**src/source/video_gen_consts.svh**
```systemverilog
// video generator constants: small-mode raster timing, register numbers, reset defaults
`ifndef VIDEO_GEN_CONSTS_SVH
`define VIDEO_GEN_CONSTS_SVH

// horizontal timing in pixels with the offscreen part at the start of each line
`define VID_H_VISIBLE       32
`define VID_H_FRONT         4
`define VID_H_SYNC          6
`define VID_H_BACK          6
`define VID_H_OFFSCREEN     (`VID_H_FRONT + `VID_H_SYNC + `VID_H_BACK)
`define VID_H_TOTAL         (`VID_H_OFFSCREEN + `VID_H_VISIBLE)

// vertical timing in lines with the visible lines at the top of each frame
`define VID_V_VISIBLE       6
`define VID_V_FRONT         1
`define VID_V_SYNC          2
`define VID_V_BACK          2
`define VID_V_TOTAL         (`VID_V_VISIBLE + `VID_V_FRONT + `VID_V_SYNC + `VID_V_BACK)

// active sync levels (both active low)
`define VID_H_POL           1'b0
`define VID_V_POL           1'b0

// config register numbers
`define XR_VID_CTRL         5'h00
`define XR_VID_LEFT         5'h06
`define XR_VID_RIGHT        5'h07
`define XR_SCANLINE         5'h08
`define XR_VID_HSIZE        5'h0C
`define XR_VID_VSIZE        5'h0D
`define XR_PA_GFX_CTRL      5'h10

// dark grey border so a running but blanked display is visible
`define VID_BORDER_RESET    8'h08

`endif

```
**src/source/video_gen_pkg.sv**
```systemverilog
// video generator package: width types, sync state encoding and shared structs
`default_nettype none

package video_gen_pkg;

    typedef logic [15:0] word_t;            // register data word
    typedef logic [4:0]  xreg_num_t;        // config register number
    typedef logic [9:0]  hres_t;            // horizontal pixel count
    typedef logic [9:0]  vres_t;            // vertical line count
    typedef logic [9:0]  hvis_t;            // column within the visible area
    typedef logic [7:0]  color_t;           // palette index
    typedef logic [3:0]  intr_t;            // interrupt bits

    // states step in this order, so a plain increment moves to the next one
    typedef enum logic [1:0] {
        PRE_SYNC  = 2'b00,
        SYNC      = 2'b01,
        POST_SYNC = 2'b10,
        VISIBLE   = 2'b11
    } video_state_t;

    // configuration seen by the pixel stage
    typedef struct packed {
        color_t border;                     // colour outside the window
        hvis_t  left;                       // first column inside the window
        hvis_t  right;                      // first column past the window
        color_t base;                       // solid colour inside the window
        logic   blank;                      // playfield off so the border fills the line
    } vid_cfg_t;

    // where the beam will be on the next cycle
    typedef struct packed {
        hvis_t x;                           // visible column
        logic  de;                          // display enable
    } scan_pos_t;

endpackage

`default_nettype wire

```
**src/source/video_timing.sv**
```systemverilog
// video timing: horizontal/vertical sync FSMs, pixel and line counters, sync and DE outputs
`default_nettype none

`include "video_gen_consts.svh"

module video_timing (
    input  wire logic                   clk,
    input  wire logic                   reset_i,
    output video_gen_pkg::hres_t        h_count_o,              // pixel within line
    output video_gen_pkg::vres_t        v_count_o,              // line within frame
    output logic                        h_visible_o,            // current pixel in visible span
    output logic                        v_visible_o,            // current line in visible span
    output logic                        hsync_o,
    output logic                        vsync_o,
    output logic                        dv_de_o,
    output logic                        last_visible_pixel_o,   // final pixel of the visible frame
    output video_gen_pkg::scan_pos_t    scan_next_o             // beam position one cycle ahead
);

    video_gen_pkg::video_state_t    h_state;
    video_gen_pkg::video_state_t    h_state_next;
    video_gen_pkg::video_state_t    v_state;
    video_gen_pkg::video_state_t    v_state_next;
    video_gen_pkg::hres_t           h_end;          // last count of current h state
    video_gen_pkg::vres_t           v_end;          // last line of current v state
    video_gen_pkg::hres_t           h_count_next;
    video_gen_pkg::vres_t           v_count_next;
    logic                           line_end;
    logic                           frame_end;

    always_comb begin
        case (h_state)
            video_gen_pkg::PRE_SYNC:  h_end = video_gen_pkg::hres_t'(`VID_H_FRONT - 1);
            video_gen_pkg::SYNC:      h_end = video_gen_pkg::hres_t'(`VID_H_FRONT + `VID_H_SYNC - 1);
            video_gen_pkg::POST_SYNC: h_end = video_gen_pkg::hres_t'(`VID_H_OFFSCREEN - 1);
            default:                  h_end = video_gen_pkg::hres_t'(`VID_H_TOTAL - 1);
        endcase
    end

    // blanking lines sit below the visible lines
    always_comb begin
        case (v_state)
            video_gen_pkg::VISIBLE:   v_end = video_gen_pkg::vres_t'(`VID_V_VISIBLE - 1);
            video_gen_pkg::PRE_SYNC:  v_end = video_gen_pkg::vres_t'(`VID_V_VISIBLE + `VID_V_FRONT - 1);
            video_gen_pkg::SYNC:
                v_end = video_gen_pkg::vres_t'(`VID_V_VISIBLE + `VID_V_FRONT + `VID_V_SYNC - 1);
            default:                  v_end = video_gen_pkg::vres_t'(`VID_V_TOTAL - 1);
        endcase
    end

    always_comb begin
        line_end  = (h_state == video_gen_pkg::VISIBLE) && (h_count_o == h_end);
        frame_end = line_end && (v_state == video_gen_pkg::POST_SYNC) && (v_count_o == v_end);

        h_state_next = h_state;
        if (h_count_o == h_end) begin
            h_state_next = video_gen_pkg::video_state_t'(h_state + 2'd1);  // VISIBLE wraps to PRE_SYNC
        end
        v_state_next = v_state;
        if (line_end && (v_count_o == v_end)) begin
            v_state_next = video_gen_pkg::video_state_t'(v_state + 2'd1);
        end

        h_count_next = line_end ? '0 : h_count_o + 1'b1;
        v_count_next = v_count_o;
        if (frame_end) begin
            v_count_next = '0;
        end else if (line_end) begin
            v_count_next = v_count_o + 1'b1;
        end
    end

    always_comb begin
        last_visible_pixel_o = line_end && (v_state == video_gen_pkg::VISIBLE) && (v_count_o == v_end);
        h_visible_o          = (h_state == video_gen_pkg::VISIBLE);
        v_visible_o          = (v_state == video_gen_pkg::VISIBLE);
        scan_next_o.x  = video_gen_pkg::hvis_t'(h_count_next - video_gen_pkg::hres_t'(`VID_H_OFFSCREEN));
        scan_next_o.de = (h_state_next == video_gen_pkg::VISIBLE) &&
                         (v_state_next == video_gen_pkg::VISIBLE);
    end

    always_ff @(posedge clk) begin
        if (reset_i) begin
            h_state   <= video_gen_pkg::PRE_SYNC;
            v_state   <= video_gen_pkg::VISIBLE;        // first frame starts at the top
            h_count_o <= '0;
            v_count_o <= '0;
            hsync_o   <= ~`VID_H_POL;
            vsync_o   <= ~`VID_V_POL;
            dv_de_o   <= 1'b0;
        end else begin
            h_state   <= h_state_next;
            v_state   <= v_state_next;
            h_count_o <= h_count_next;
            v_count_o <= v_count_next;
            // outputs take the next state so they line up with the counters
            hsync_o   <= (h_state_next == video_gen_pkg::SYNC) ? `VID_H_POL : ~`VID_H_POL;
            vsync_o   <= (v_state_next == video_gen_pkg::SYNC) ? `VID_V_POL : ~`VID_V_POL;
            dv_de_o   <= scan_next_o.de;
        end
    end

    // hsync must fall entirely inside horizontal blanking
    a_no_de_in_hsync: assert property (@(posedge clk) disable iff (reset_i)
        !(dv_de_o && (hsync_o == `VID_H_POL)));

    a_h_count_range: assert property (@(posedge clk) disable iff (reset_i)
        h_count_o < video_gen_pkg::hres_t'(`VID_H_TOTAL));

endmodule

`default_nettype wire

```
**src/source/video_regs.sv**
```systemverilog
// video config registers: write decode, registered readback and interrupt pulses
`default_nettype none

`include "video_gen_consts.svh"

module video_regs (
    input  wire logic                       clk,
    input  wire logic                       reset_i,
    input  wire logic                       reg_wr_en_i,        // one cycle write strobe
    input  wire video_gen_pkg::xreg_num_t   reg_num_i,          // for writes and reads
    input  wire video_gen_pkg::word_t       reg_data_i,
    input  wire video_gen_pkg::intr_t       intr_status_i,      // pending interrupts
    input  wire video_gen_pkg::vres_t       v_count_i,
    input  wire logic                       h_visible_i,
    input  wire logic                       v_visible_i,
    input  wire logic                       last_visible_pixel_i,
    output video_gen_pkg::word_t            reg_data_o,
    output video_gen_pkg::intr_t            intr_signal_o,      // single cycle pulses
    output video_gen_pkg::vid_cfg_t         cfg_o
);

    always_ff @(posedge clk) begin
        if (reset_i) begin
            intr_signal_o <= '0;
            cfg_o.border  <= `VID_BORDER_RESET;
            cfg_o.left    <= '0;
            cfg_o.right   <= video_gen_pkg::hvis_t'(`VID_H_VISIBLE);   // window spans full width
            cfg_o.base    <= '0;
            cfg_o.blank   <= 1'b1;                                   // come up blanked
        end else begin
            intr_signal_o <= '0;
            if (reg_wr_en_i) begin
                case (reg_num_i)
                    `XR_VID_CTRL: begin
                        cfg_o.border  <= reg_data_i[15:8];
                        intr_signal_o <= reg_data_i[3:0];           // software raised interrupts
                    end
                    `XR_VID_LEFT: begin
                        cfg_o.left <= reg_data_i[9:0];
                    end
                    `XR_VID_RIGHT: begin
                        cfg_o.right <= reg_data_i[9:0];
                    end
                    `XR_PA_GFX_CTRL: begin
                        cfg_o.base  <= reg_data_i[15:8];
                        cfg_o.blank <= reg_data_i[7];
                    end
                    default: begin
                    end
                endcase
            end
            // end of visible frame interrupt
            if (last_visible_pixel_i) begin
                intr_signal_o[3] <= 1'b1;
            end
        end
    end

    // readback runs every cycle whether or not a read is pending
    always_ff @(posedge clk) begin
        case (reg_num_i)
            `XR_VID_CTRL:    reg_data_o <= {cfg_o.border, 4'b0, intr_status_i};
            `XR_VID_LEFT:    reg_data_o <= 16'(cfg_o.left);
            `XR_VID_RIGHT:   reg_data_o <= 16'(cfg_o.right);
            `XR_SCANLINE:    reg_data_o <= {~v_visible_i, ~h_visible_i, 14'(v_count_i)};
            `XR_VID_HSIZE:   reg_data_o <= 16'(`VID_H_VISIBLE);
            `XR_VID_VSIZE:   reg_data_o <= 16'(`VID_V_VISIBLE);
            `XR_PA_GFX_CTRL: reg_data_o <= {cfg_o.base, cfg_o.blank, 7'b0};
            default:         reg_data_o <= '0;
        endcase
    end

    a_intr_quiet_after_reset: assert property (@(posedge clk)
        reset_i |=> (intr_signal_o == '0));

endmodule

`default_nettype wire

```
**src/source/video_window.sv**
```systemverilog
// pixel stage: border colour outside the left/right window, base colour inside it
`default_nettype none

module video_window (
    input  wire logic                       clk,
    input  wire logic                       reset_i,
    input  wire video_gen_pkg::scan_pos_t   scan_next_i,    // position for the next cycle
    input  wire video_gen_pkg::vid_cfg_t    cfg_i,
    output video_gen_pkg::color_t           color_index_o
);

    logic in_window;

    // right edge is exclusive
    always_comb begin
        in_window = (scan_next_i.x >= cfg_i.left) &&
                    (scan_next_i.x < cfg_i.right) &&
                    !cfg_i.blank;
    end

    always_ff @(posedge clk) begin
        if (reset_i) begin
            color_index_o <= '0;
        end else if (!scan_next_i.de) begin
            color_index_o <= '0;                // black during blanking
        end else if (in_window) begin
            color_index_o <= cfg_i.base;
        end else begin
            color_index_o <= cfg_i.border;
        end
    end

endmodule

`default_nettype wire

```
**src/source/video_gen.sv**
```systemverilog
// video generator top: ties together the timing, register and pixel window blocks
`default_nettype none

module video_gen (
    input  wire logic                       clk,
    input  wire logic                       reset_i,
    input  wire logic                       reg_wr_en_i,
    input  wire video_gen_pkg::xreg_num_t   reg_num_i,
    input  wire video_gen_pkg::word_t       reg_data_i,
    output video_gen_pkg::word_t            reg_data_o,
    input  wire video_gen_pkg::intr_t       intr_status_i,
    output video_gen_pkg::intr_t            intr_signal_o,
    output video_gen_pkg::hres_t            h_count_o,
    output video_gen_pkg::vres_t            v_count_o,
    output logic                            hsync_o,
    output logic                            vsync_o,
    output logic                            dv_de_o,
    output video_gen_pkg::color_t           color_index_o
);

    video_gen_pkg::scan_pos_t   scan_next;
    video_gen_pkg::vid_cfg_t    cfg;
    logic                       h_visible;
    logic                       v_visible;
    logic                       last_visible_pixel;

    video_timing u_timing (
        .clk                    (clk),
        .reset_i                (reset_i),
        .h_count_o              (h_count_o),
        .v_count_o              (v_count_o),
        .h_visible_o            (h_visible),
        .v_visible_o            (v_visible),
        .hsync_o                (hsync_o),
        .vsync_o                (vsync_o),
        .dv_de_o                (dv_de_o),
        .last_visible_pixel_o   (last_visible_pixel),
        .scan_next_o            (scan_next)
    );

    video_regs u_regs (
        .clk                    (clk),
        .reset_i                (reset_i),
        .reg_wr_en_i            (reg_wr_en_i),
        .reg_num_i              (reg_num_i),
        .reg_data_i             (reg_data_i),
        .intr_status_i          (intr_status_i),
        .v_count_i              (v_count_o),
        .h_visible_i            (h_visible),
        .v_visible_i            (v_visible),
        .last_visible_pixel_i   (last_visible_pixel),
        .reg_data_o             (reg_data_o),
        .intr_signal_o          (intr_signal_o),
        .cfg_o                  (cfg)
    );

    video_window u_window (
        .clk                    (clk),
        .reset_i                (reset_i),
        .scan_next_i            (scan_next),
        .cfg_i                  (cfg),
        .color_index_o          (color_index_o)
    );

endmodule

`default_nettype wire

```
**config.mk**
```make
export PLATFORM = sky130hd
export DESIGN_NAME = video_gen
export DESIGN_NICKNAME = d
export VERILOG_FILES = /design/src/source/video_gen_pkg.sv /design/src/source/video_timing.sv /design/src/source/video_regs.sv /design/src/source/video_window.sv /design/src/source/video_gen.sv
export VERILOG_INCLUDE_DIRS = /design/src /design/src/source
export SDC_FILE = /design/constraint.sdc
export NUM_CORES = 1
export LEC_CHECK = 0
export BUFFER_PORTS_ARGS = -buffer_cell sky130_fd_sc_hd__buf_4
export CAP_MARGIN = 20
export CELL_PAD_IN_SITES_DETAIL_PLACEMENT = 1
export CELL_PAD_IN_SITES_GLOBAL_PLACEMENT = 1
export CORE_AREA = 5 5 102 113
export CTS_BUF_LIST = sky130_fd_sc_hd__clkbuf_4
export DETAILED_ROUTE_END_ITERATION = 10
export DIE_AREA = 0 0 107 118
export PLACE_DENSITY = 0.91
export SETUP_SLACK_MARGIN = 0.02
export SYNTH_ARGS = -nofsm -noshare
export SYNTH_HDL_FRONTEND = slang
export SYNTH_SLANG_ARGS = --single-unit
```
**constraint.sdc**
```tcl
create_clock -name clk -period 4.5 [get_ports clk]
set_input_delay 0.675 -clock clk [delete_from_list [all_inputs] [get_ports clk]]
set_output_delay 0.675 -clock clk [all_outputs]
set_load 0.05 [all_outputs]
```
== Yosys cells after proc, flatten, opt, wreduce, memory -nomap -nowiden ==
Cells that the tools add are included.

* Register bits after elaboration: 92
* Bits of input ports: 28
* Output and inout bits: 51
* Logic and storage cells: 78

* $add $sub $neg: 5
* Reductions and logical operators: 20
* Bitwise gates (word level): 5
* Eq/ne operators: 18
* Magnitude comparators: 2
* Multiplexer cells: 12

{| class="wikitable"
|+ Operators by type and width
! cell !! number
|-
| $pmux 16 s7 || 1
|-
| $add 10x1->10 const B || 2
|-
| $pmux 6 s3 || 1
|-
| $eq 5x4->1 const B || 3
|-
| $eq 2x2->1 const B || 6
|-
| $pmux 4 s3 || 1
|-
| $eq 10x4->1 || 1
|-
| $eq 10x6->1 || 1
|-
| $eq 5x3->1 const B || 2
|-
| $ge 10x10->1 || 1
|-
| $lt 10x10->1 || 1
|-
| $mux 10 || 1
|-
| $sub 10x5->10 const B || 1
|-
| $logic_and 1x1->1 || 9
|-
| $eq 2x1->1 const B || 4
|-
| $mux 4 || 2
|-
| $mux 8 || 1
|-
| $reduce_and 2->1 || 4
|-
| $eq 5x5->1 const B || 1
|-
| $logic_not 5->1 || 1
|-
| $not 1->1 || 5
|-
| $add 2x1->2 const B || 2
|-
| $logic_not 2->1 || 2
|-
| $mux 2 || 2
|-
| other kinds (4) || 7
|}

== Logic depth before layout (Yosys ltp) ==
* Depth in word-level cells: 10
* Mapped depth: 17
* Gate-level depth less buffers: 16

== Cells and area by module ==
From an unflattened synthesis, not the netlist that was laid out.

* Cells, all modules: 573
* Area total of the unflattened synthesis: 4947.2 sq um

{| class="wikitable"
|+ Modules (own cells, without submodules)
! module !! seq. area each (sq um) !! times used !! cells an instance !! area an instance (sq um)
|-
| video_regs || 1141.1 || 1 || 287 || 2502.4
|-
| video_timing || 540.5 || 1 || 187 || 1601.5
|-
| video_window || 160.2 || 1 || 99 || 843.3
|}

== Worst setup path after synthesis ==
No wires, ideal clock.

* Kind: flip-flop to flip-flop
* Start: register u_timing.h_count_o[0]
* End: register u_window.color_index_o[0]
* Slack: 378 ps
* Arrival time: 4007 ps
* Required time: 4385 ps
* Library setup time: 115 ps
* Stages on the path, launching flop included: 15
* Path buffers: 1
* Clock period less this slack: 4122 ps
* Cells stage by stage: dfxtp_1 -> nor4b_4 -> nand4_4 -> nor2_1 -> clkbuf_1 -> or2_2 -> ha_1 -> nand3_1 -> xor2_1 -> ha_1 -> o21ai_0 -> nor2_1 -> o41ai_2 -> mux2i_1 -> nor2_2

* Cells in the longest elaborated chain, start to end: 8
* Elaborated cells between the ends (all ways): 18
* Those cells by class: 2 x add/sub; 2 x order compare; 3 x eq/ne; 4 x mux; 1 x bitwise; 6 x reduce/logical

{| class="wikitable"
|+ RTL lines
! element !! RTL line !! RTL
|-
| from (decl) || video_timing.sv:9 || <nowiki>output video_gen_pkg::hres_t h_count_o,</nowiki>
|-
| from (signal assigned) || video_timing.sv:94 || <nowiki>h_count_o <= h_count_next;</nowiki>
|-
| branches (longest 8 deep; another with $add 10x1->10) || -- ||
|-
| to (signal assigned) || video_window.sv:27 || <nowiki>color_index_o <= cfg_i.base;</nowiki>
|-
| to (signal assigned) || video_window.sv:29 || <nowiki>color_index_o <= cfg_i.border;</nowiki>
|-
| to (decl) || video_window.sv:9 || <nowiki>output video_gen_pkg::color_t color_index_o</nowiki>
|}

Parallel ways; which one is timed is not known.
A chain may end at the register's enable or synchronous reset.

== Worst setup path in the final report ==
* Start: register u_timing.h_state[0]
* End: register u_window.color_index_o[6]

* Cells in the longest elaborated chain, start to end: 10
* Elaborated cells between the ends (all ways): 23
* Those cells by class: 2 x add/sub; 2 x order compare; 6 x eq/ne; 5 x mux; 1 x bitwise; 7 x reduce/logical

{| class="wikitable"
|+ RTL lines
! element !! RTL line !! RTL
|-
| from (decl) || video_timing.sv:20 || <nowiki>video_gen_pkg::video_state_t h_state;</nowiki>
|-
| from (signal assigned) || video_timing.sv:84 || <nowiki>h_state <= video_gen_pkg::PRE_SYNC;</nowiki>
|-
| from (signal assigned) || video_timing.sv:92 || <nowiki>h_state <= h_state_next;</nowiki>
|-
| $eq 2x2->1, or another cell as far along || video_timing.sv:32 || <nowiki>case (h_state)</nowiki>
|-
| $pmux 6 s3 || video_timing.sv:32 ||
|-
| $eq 10x6->1 || video_timing.sv:52, video_timing.sv:56 ||
|-
| $logic_and 1x1->1 || video_timing.sv:52 || <nowiki>line_end = (h_state == video_gen_pkg::VISIBLE) && (h_count_o == h_end);</nowiki>
|-
| $mux 10 or $logic_and 1x1->1 (tied branches) || video_timing.sv:64, video_timing.sv:60 ||
|-
| $sub 10x5->10 or $mux 2 (tied branches) || video_timing.sv:77, video_timing.sv:60 ||
|-
| $ge 10x10->1, or another cell as far along || video_window.sv:16 || <nowiki>in_window = (scan_next_i.x >= cfg_i.left) &&</nowiki>
|-
| $logic_and 1x1->1, on equally long branches || video_window.sv:16, video_timing.sv:78 ||
|-
| $logic_and 1x1->1 or $not 1->1 (tied branches) || -- ||
|-
| $mux 8 or $reduce_or 2->1 (tied branches) || -- ||
|}

Several ways; a longest one is shown, not always the timed one.

==> reports/results.md <==
| Parameter | Reported | Unit |
| --- | --- | --- |
| Result of the run | finished, final reports clean | - |
| Sequential fraction of the synthesis area | 41.8 | % |
| Vias in the first global route | 4022 | - |
| Chip Height | 118 | um |
| Root buffer cell | sky130_fd_sc_hd__clkbuf_4 | - |
| Pwr dens | 261 | mW/mm^2 |
| Num Clock Sinks | 92 | - |
| Number of buffers inserted by hold repair at cts | 0 | - |
| Number of synthesized flops with an enable pin | 0 | - |
| Static power due to leakage | 2.31 | nW |
| First drt pass iteration count | 4 | - |
| Initial antenna violation count | 1 | - |
| Max Clock Freq | 266 | MHz |
| Transition time at the pin with the least slew margin | 0.762 | ns |
| Core Region | 0.0102 | mm^2 |
| CP startpoint kind | flop | - |
| Clock period minus final worst setup slack | 3.76 | ns |
| Number of placed I/O pins | 79 | - |
| Number of pins exceeding their max-slew limit in the final report | 0 | - |
| Die ar. | 0.0126 | mm^2 |
| Arr. time, crit path | 4.10 | ns |
| RSZ-0062 raised after global routing | false | - |
| # rows | 39 | - |
| Unique cell type count in the Yosys netlist | 49 | - |
| Gpl congestion | 0.833 | - |
| Post-Syn Area | 0.00441 | mm^2 |
| Max Cap Violations | 0 | - |
| Number of register bits inferred by synthesis | 92 | - |
| Initial cell density of the core | 43.0 | % |
| Synthesized area per cell | 9.10 | um^2 |
| Global routing usage on met1 | 24.5 | % |
| Num CTS Buffers | 9 | - |
| Share of final-layout standard cells stronger than drive strength 1 | 20.9 | % |
| Area grow syn2layout | 18.0 | % |
| Global route hottest layer | met2 | - |
| Largest stage delay on the critical path | 0.46 | ns |
| Top cell type by total area after synthesis | sky130_fd_sc_hd__dfxtp_1 | - |
| Cell Count Post-Placement | 667 | - |
| Synth cell count leaders | sky130_fd_sc_hd__dfxtp_1, sky130_fd_sc_hd__nor2_1, sky130_fd_sc_hd__nand2_1 | - |
| Residual overflow from global routing | 0 | - |
| Category of the critical setup timing path | reg -> reg | - |
| Most frequently used cell type in the post-synthesis netlist | sky130_fd_sc_hd__dfxtp_1 | - |
| Clock latency at the later pin of the worst-skew pair | 0.45 | ns |
| Total number of vias | 3758 | - |
| Yosys top cell area share | 41.8 | % |
| Worst supply voltage drop on vdd | 0.000166 | V |
| Synth top area cells | sky130_fd_sc_hd__dfxtp_1, sky130_fd_sc_hd__mux2i_1, sky130_fd_sc_hd__ha_1 | - |
| Setup TNS | 0 | ns |
| Final Core Density | 50.7 | % |
| Final non-filler cell area | 0.00520 | mm^2 |
| Worst relative slew slack | 49.1 | % |
| Met2 GRT Util | 37.2 | % |
| Clock skew | 0.0113 | ns |
| Crit path buf inv count | 3 | - |
| Mapped Nets | 540 | - |
| Warnings from Yosys | 0 | - |
| Area of the multi-input gates | 0.00237 | mm^2 |
| Count of mapped cells out of synthesis | 484 | - |
| CP Max Fanout | 12 | - |
| # setup viols final | 0 | - |
| # resized after CTS | 0 | - |
| Post-DP HPWL | 9620 | um |
| Total detailed-routing wirelength | 12800 | um |
| TritonCTS clock tree | done | - |
| Detailed-route wire length per cell | 18.8 | um |
| Cell with the biggest individual delay on the critical path | sky130_fd_sc_hd__dfxtp_1 | - |
| Post-CTS Setup Repair Bufs | 0 | - |
| Number of cells in the finished layout apart from fillers | 683 | - |
| Kind of end point of the critical path | flop | - |
| Most used flip-flop cell after synthesis | sky130_fd_sc_hd__dfxtp_1 | - |
| Register clock-pin slew on the reported worst setup and hold paths | 0.13 | ns |
| Placed cell areas | 0.00509 | mm^2 |
| Port Buffer Count | 78 | - |
| First-iteration detailed-routing DRC count | 183 | - |
| CP Data Required Time | 4.84 | ns |
| Layout Nets | 611 | - |
| Count of endpoints failing hold in the final timing report | 0 | - |
| Part of the cycle the worst path needs | 83.5 | % |
| Maximum number of pins on one net before global-route repair | 59 | - |
| Horizontal extent of the die | 107 | um |
| Fillcell total | 1230 | - |
| Largest buffer count on any clock path | 2 | - |
| Met3 usage | 4.17 | % |
| Post-DRT Antenna Nets | 0 | - |
| Cell family with most CP delay | compound AO/OA/AOI/OAI gates | - |
| Vias/cell | 5.50 | - |
| Global-route wire length before repair | 21000 | um |
| Combined flip-flop and latch cell area | 0.00184 | mm^2 |
| Class of the tightest hold or removal check | in -> reg | - |
| Drc violations | 0 | - |
| Worst-path cell chain | inv_1, ha_1, xor2_1, nand4_4, nor2_1, buf_4, a221oi_1, nand3b_1, xor2_1, ha_1, and4_1, o211a_1, a211oi_1, o41ai_2, buf_4, mux2i_1, nor2_2 | - |
| H-Tree Level Count | 3 | - |
| FFs w/ async S/R, synth | 0 | % |
| Total routing usage reported by global routing | 20.8 | % |
-- where the power goes --
| group | total (mW) | switching, mW | internal, mW |
|---|---|---|---|
| Sequential | 0.832 | 0.00908 | 0.823 |
| Clock | 0.397 | 0.274 | 0.122 |
| Combinational | 0.129 | 0.0791 | 0.0503 |
| Total | 1.36 | 0.363 | 0.996 |
-- logic make-up (layout without fill, tap and decap cells) --
| logic type | Yosys count | in the layout | synth area share, % |
|---|---|---|---|
| and+or+nand+nor | 177 | 177 | 20.6 |
| AOI/OAI and AO/OA | 68 | 68 | 10.3 |
| other | 0 | 1 | 0 |
| adders and majority gates | 28 | 28 | 7.95 |
| buffers and inverters | 50 | 125 | 4.51 |
| xor gates and xnor gates | 29 | 29 | 5.76 |
| DFF | 92 | 92 | 41.8 |
| muxes | 40 | 40 | 9.09 |
-- worst paths after layout --
| path | from | to | slack [ns] | depth (start not counted) |
|---|---|---|---|---|
| worst min-delay path | intr_status_i[2] | u_regs.reg_data_o[2] | 0.46 | 3 |
| worst min register to register | u_regs.cfg_o[1] | u_regs.cfg_o[1] | 0.49 | 2 |
| worst max register to register | u_timing.h_state[0] | u_window.color_index_o[6] | 0.74 | 17 |
| worst max-delay path | u_timing.h_state[0] | u_window.color_index_o[6] | 0.74 | 17 |
-- state kept, by name (all words and copies together) (netlist names) --
signal                  count
u_regs.cfg_o               37
u_regs.reg_data_o          16
u_timing.h_count_o         10
u_timing.v_count_o         10
u_window.color_index_o      8
u_regs.intr_signal_o        4
u_timing.h_state            2
u_timing.v_state            2
u_timing.dv_de_o            1
u_timing.hsync_o            1
u_timing.vsync_o            1
-- stage by stage --
stage | setup WS [ns] | power, mW | hold slack [ns]
after CTS | 0.730 | 1.37 | 0.451
after global routing | 0.514 | 1.41 | 0.442
after floorplan | 0.378 | 0.926 | 0.448
final | 0.741 | 1.36 | 0.464
after global placement | 1.03 | 0.971 | 0.456
after detailed placement | 0.779 | 0.978 | 0.475
-- cells in the final DEF (no fill, tap or decap), drive strengths merged, types with 2 or more instances in the layout --
cell type	count
a211o	4
a211oi	5
a21o	2
a21oi	22
a221o	3
a22o	5
a22oi	6
and2	3
and3	6
and4	2
buf	83
clkbuf	11
clkinv	2
clkinvlp	2
dfxtp	92
ha	28
inv	27
mux2i	40
nand2	44
nand2b	4
nand3	18
nand3b	5
nand4	6
nor2	63
nor2b	5
nor3	7
nor3b	5
nor4	2
o21ai	15
or2	2
or3	2
xnor2	13
xor2	16
-- metal layers --
layer  vias to the layer above  routed length [um]
met3                        24                 397
met2                        71                6750
met1                      1858                5400
li1                       1805                   -
met5                         -                   0
met4                         0                 282
-- layout make-up --
cell class	instances	area share, %
clock buffer	11	1.59
antenna	1	0.0481
tap	123	2.96
timing repair buffer	83	12.0
inverter	27	1.95
clock inverter	4	0.529
sequential	92	35.4
multi-input combinational	342	45.5
-- worst reg2reg max path: stages, from the launching register on --
cell	delay, ns
sky130_fd_sc_hd__dfxtp_1	0.46
sky130_fd_sc_hd__inv_1	0.12
sky130_fd_sc_hd__ha_1	0.22
sky130_fd_sc_hd__xor2_1	0.17
sky130_fd_sc_hd__nand4_4	0.15
sky130_fd_sc_hd__nor2_1	0.08
sky130_fd_sc_hd__buf_4	0.19
sky130_fd_sc_hd__a221oi_1	0.36
sky130_fd_sc_hd__nand3b_1	0.18
sky130_fd_sc_hd__xor2_1	0.25
sky130_fd_sc_hd__ha_1	0.30
sky130_fd_sc_hd__and4_1	0.23
sky130_fd_sc_hd__o211a_1	0.12
sky130_fd_sc_hd__a211oi_1	0.25
sky130_fd_sc_hd__o41ai_2	0.12
sky130_fd_sc_hd__buf_4	0.21
sky130_fd_sc_hd__mux2i_1	0.20
sky130_fd_sc_hd__nor2_2	0.04
Note: power is estimated with default switching activity, not from simulation.
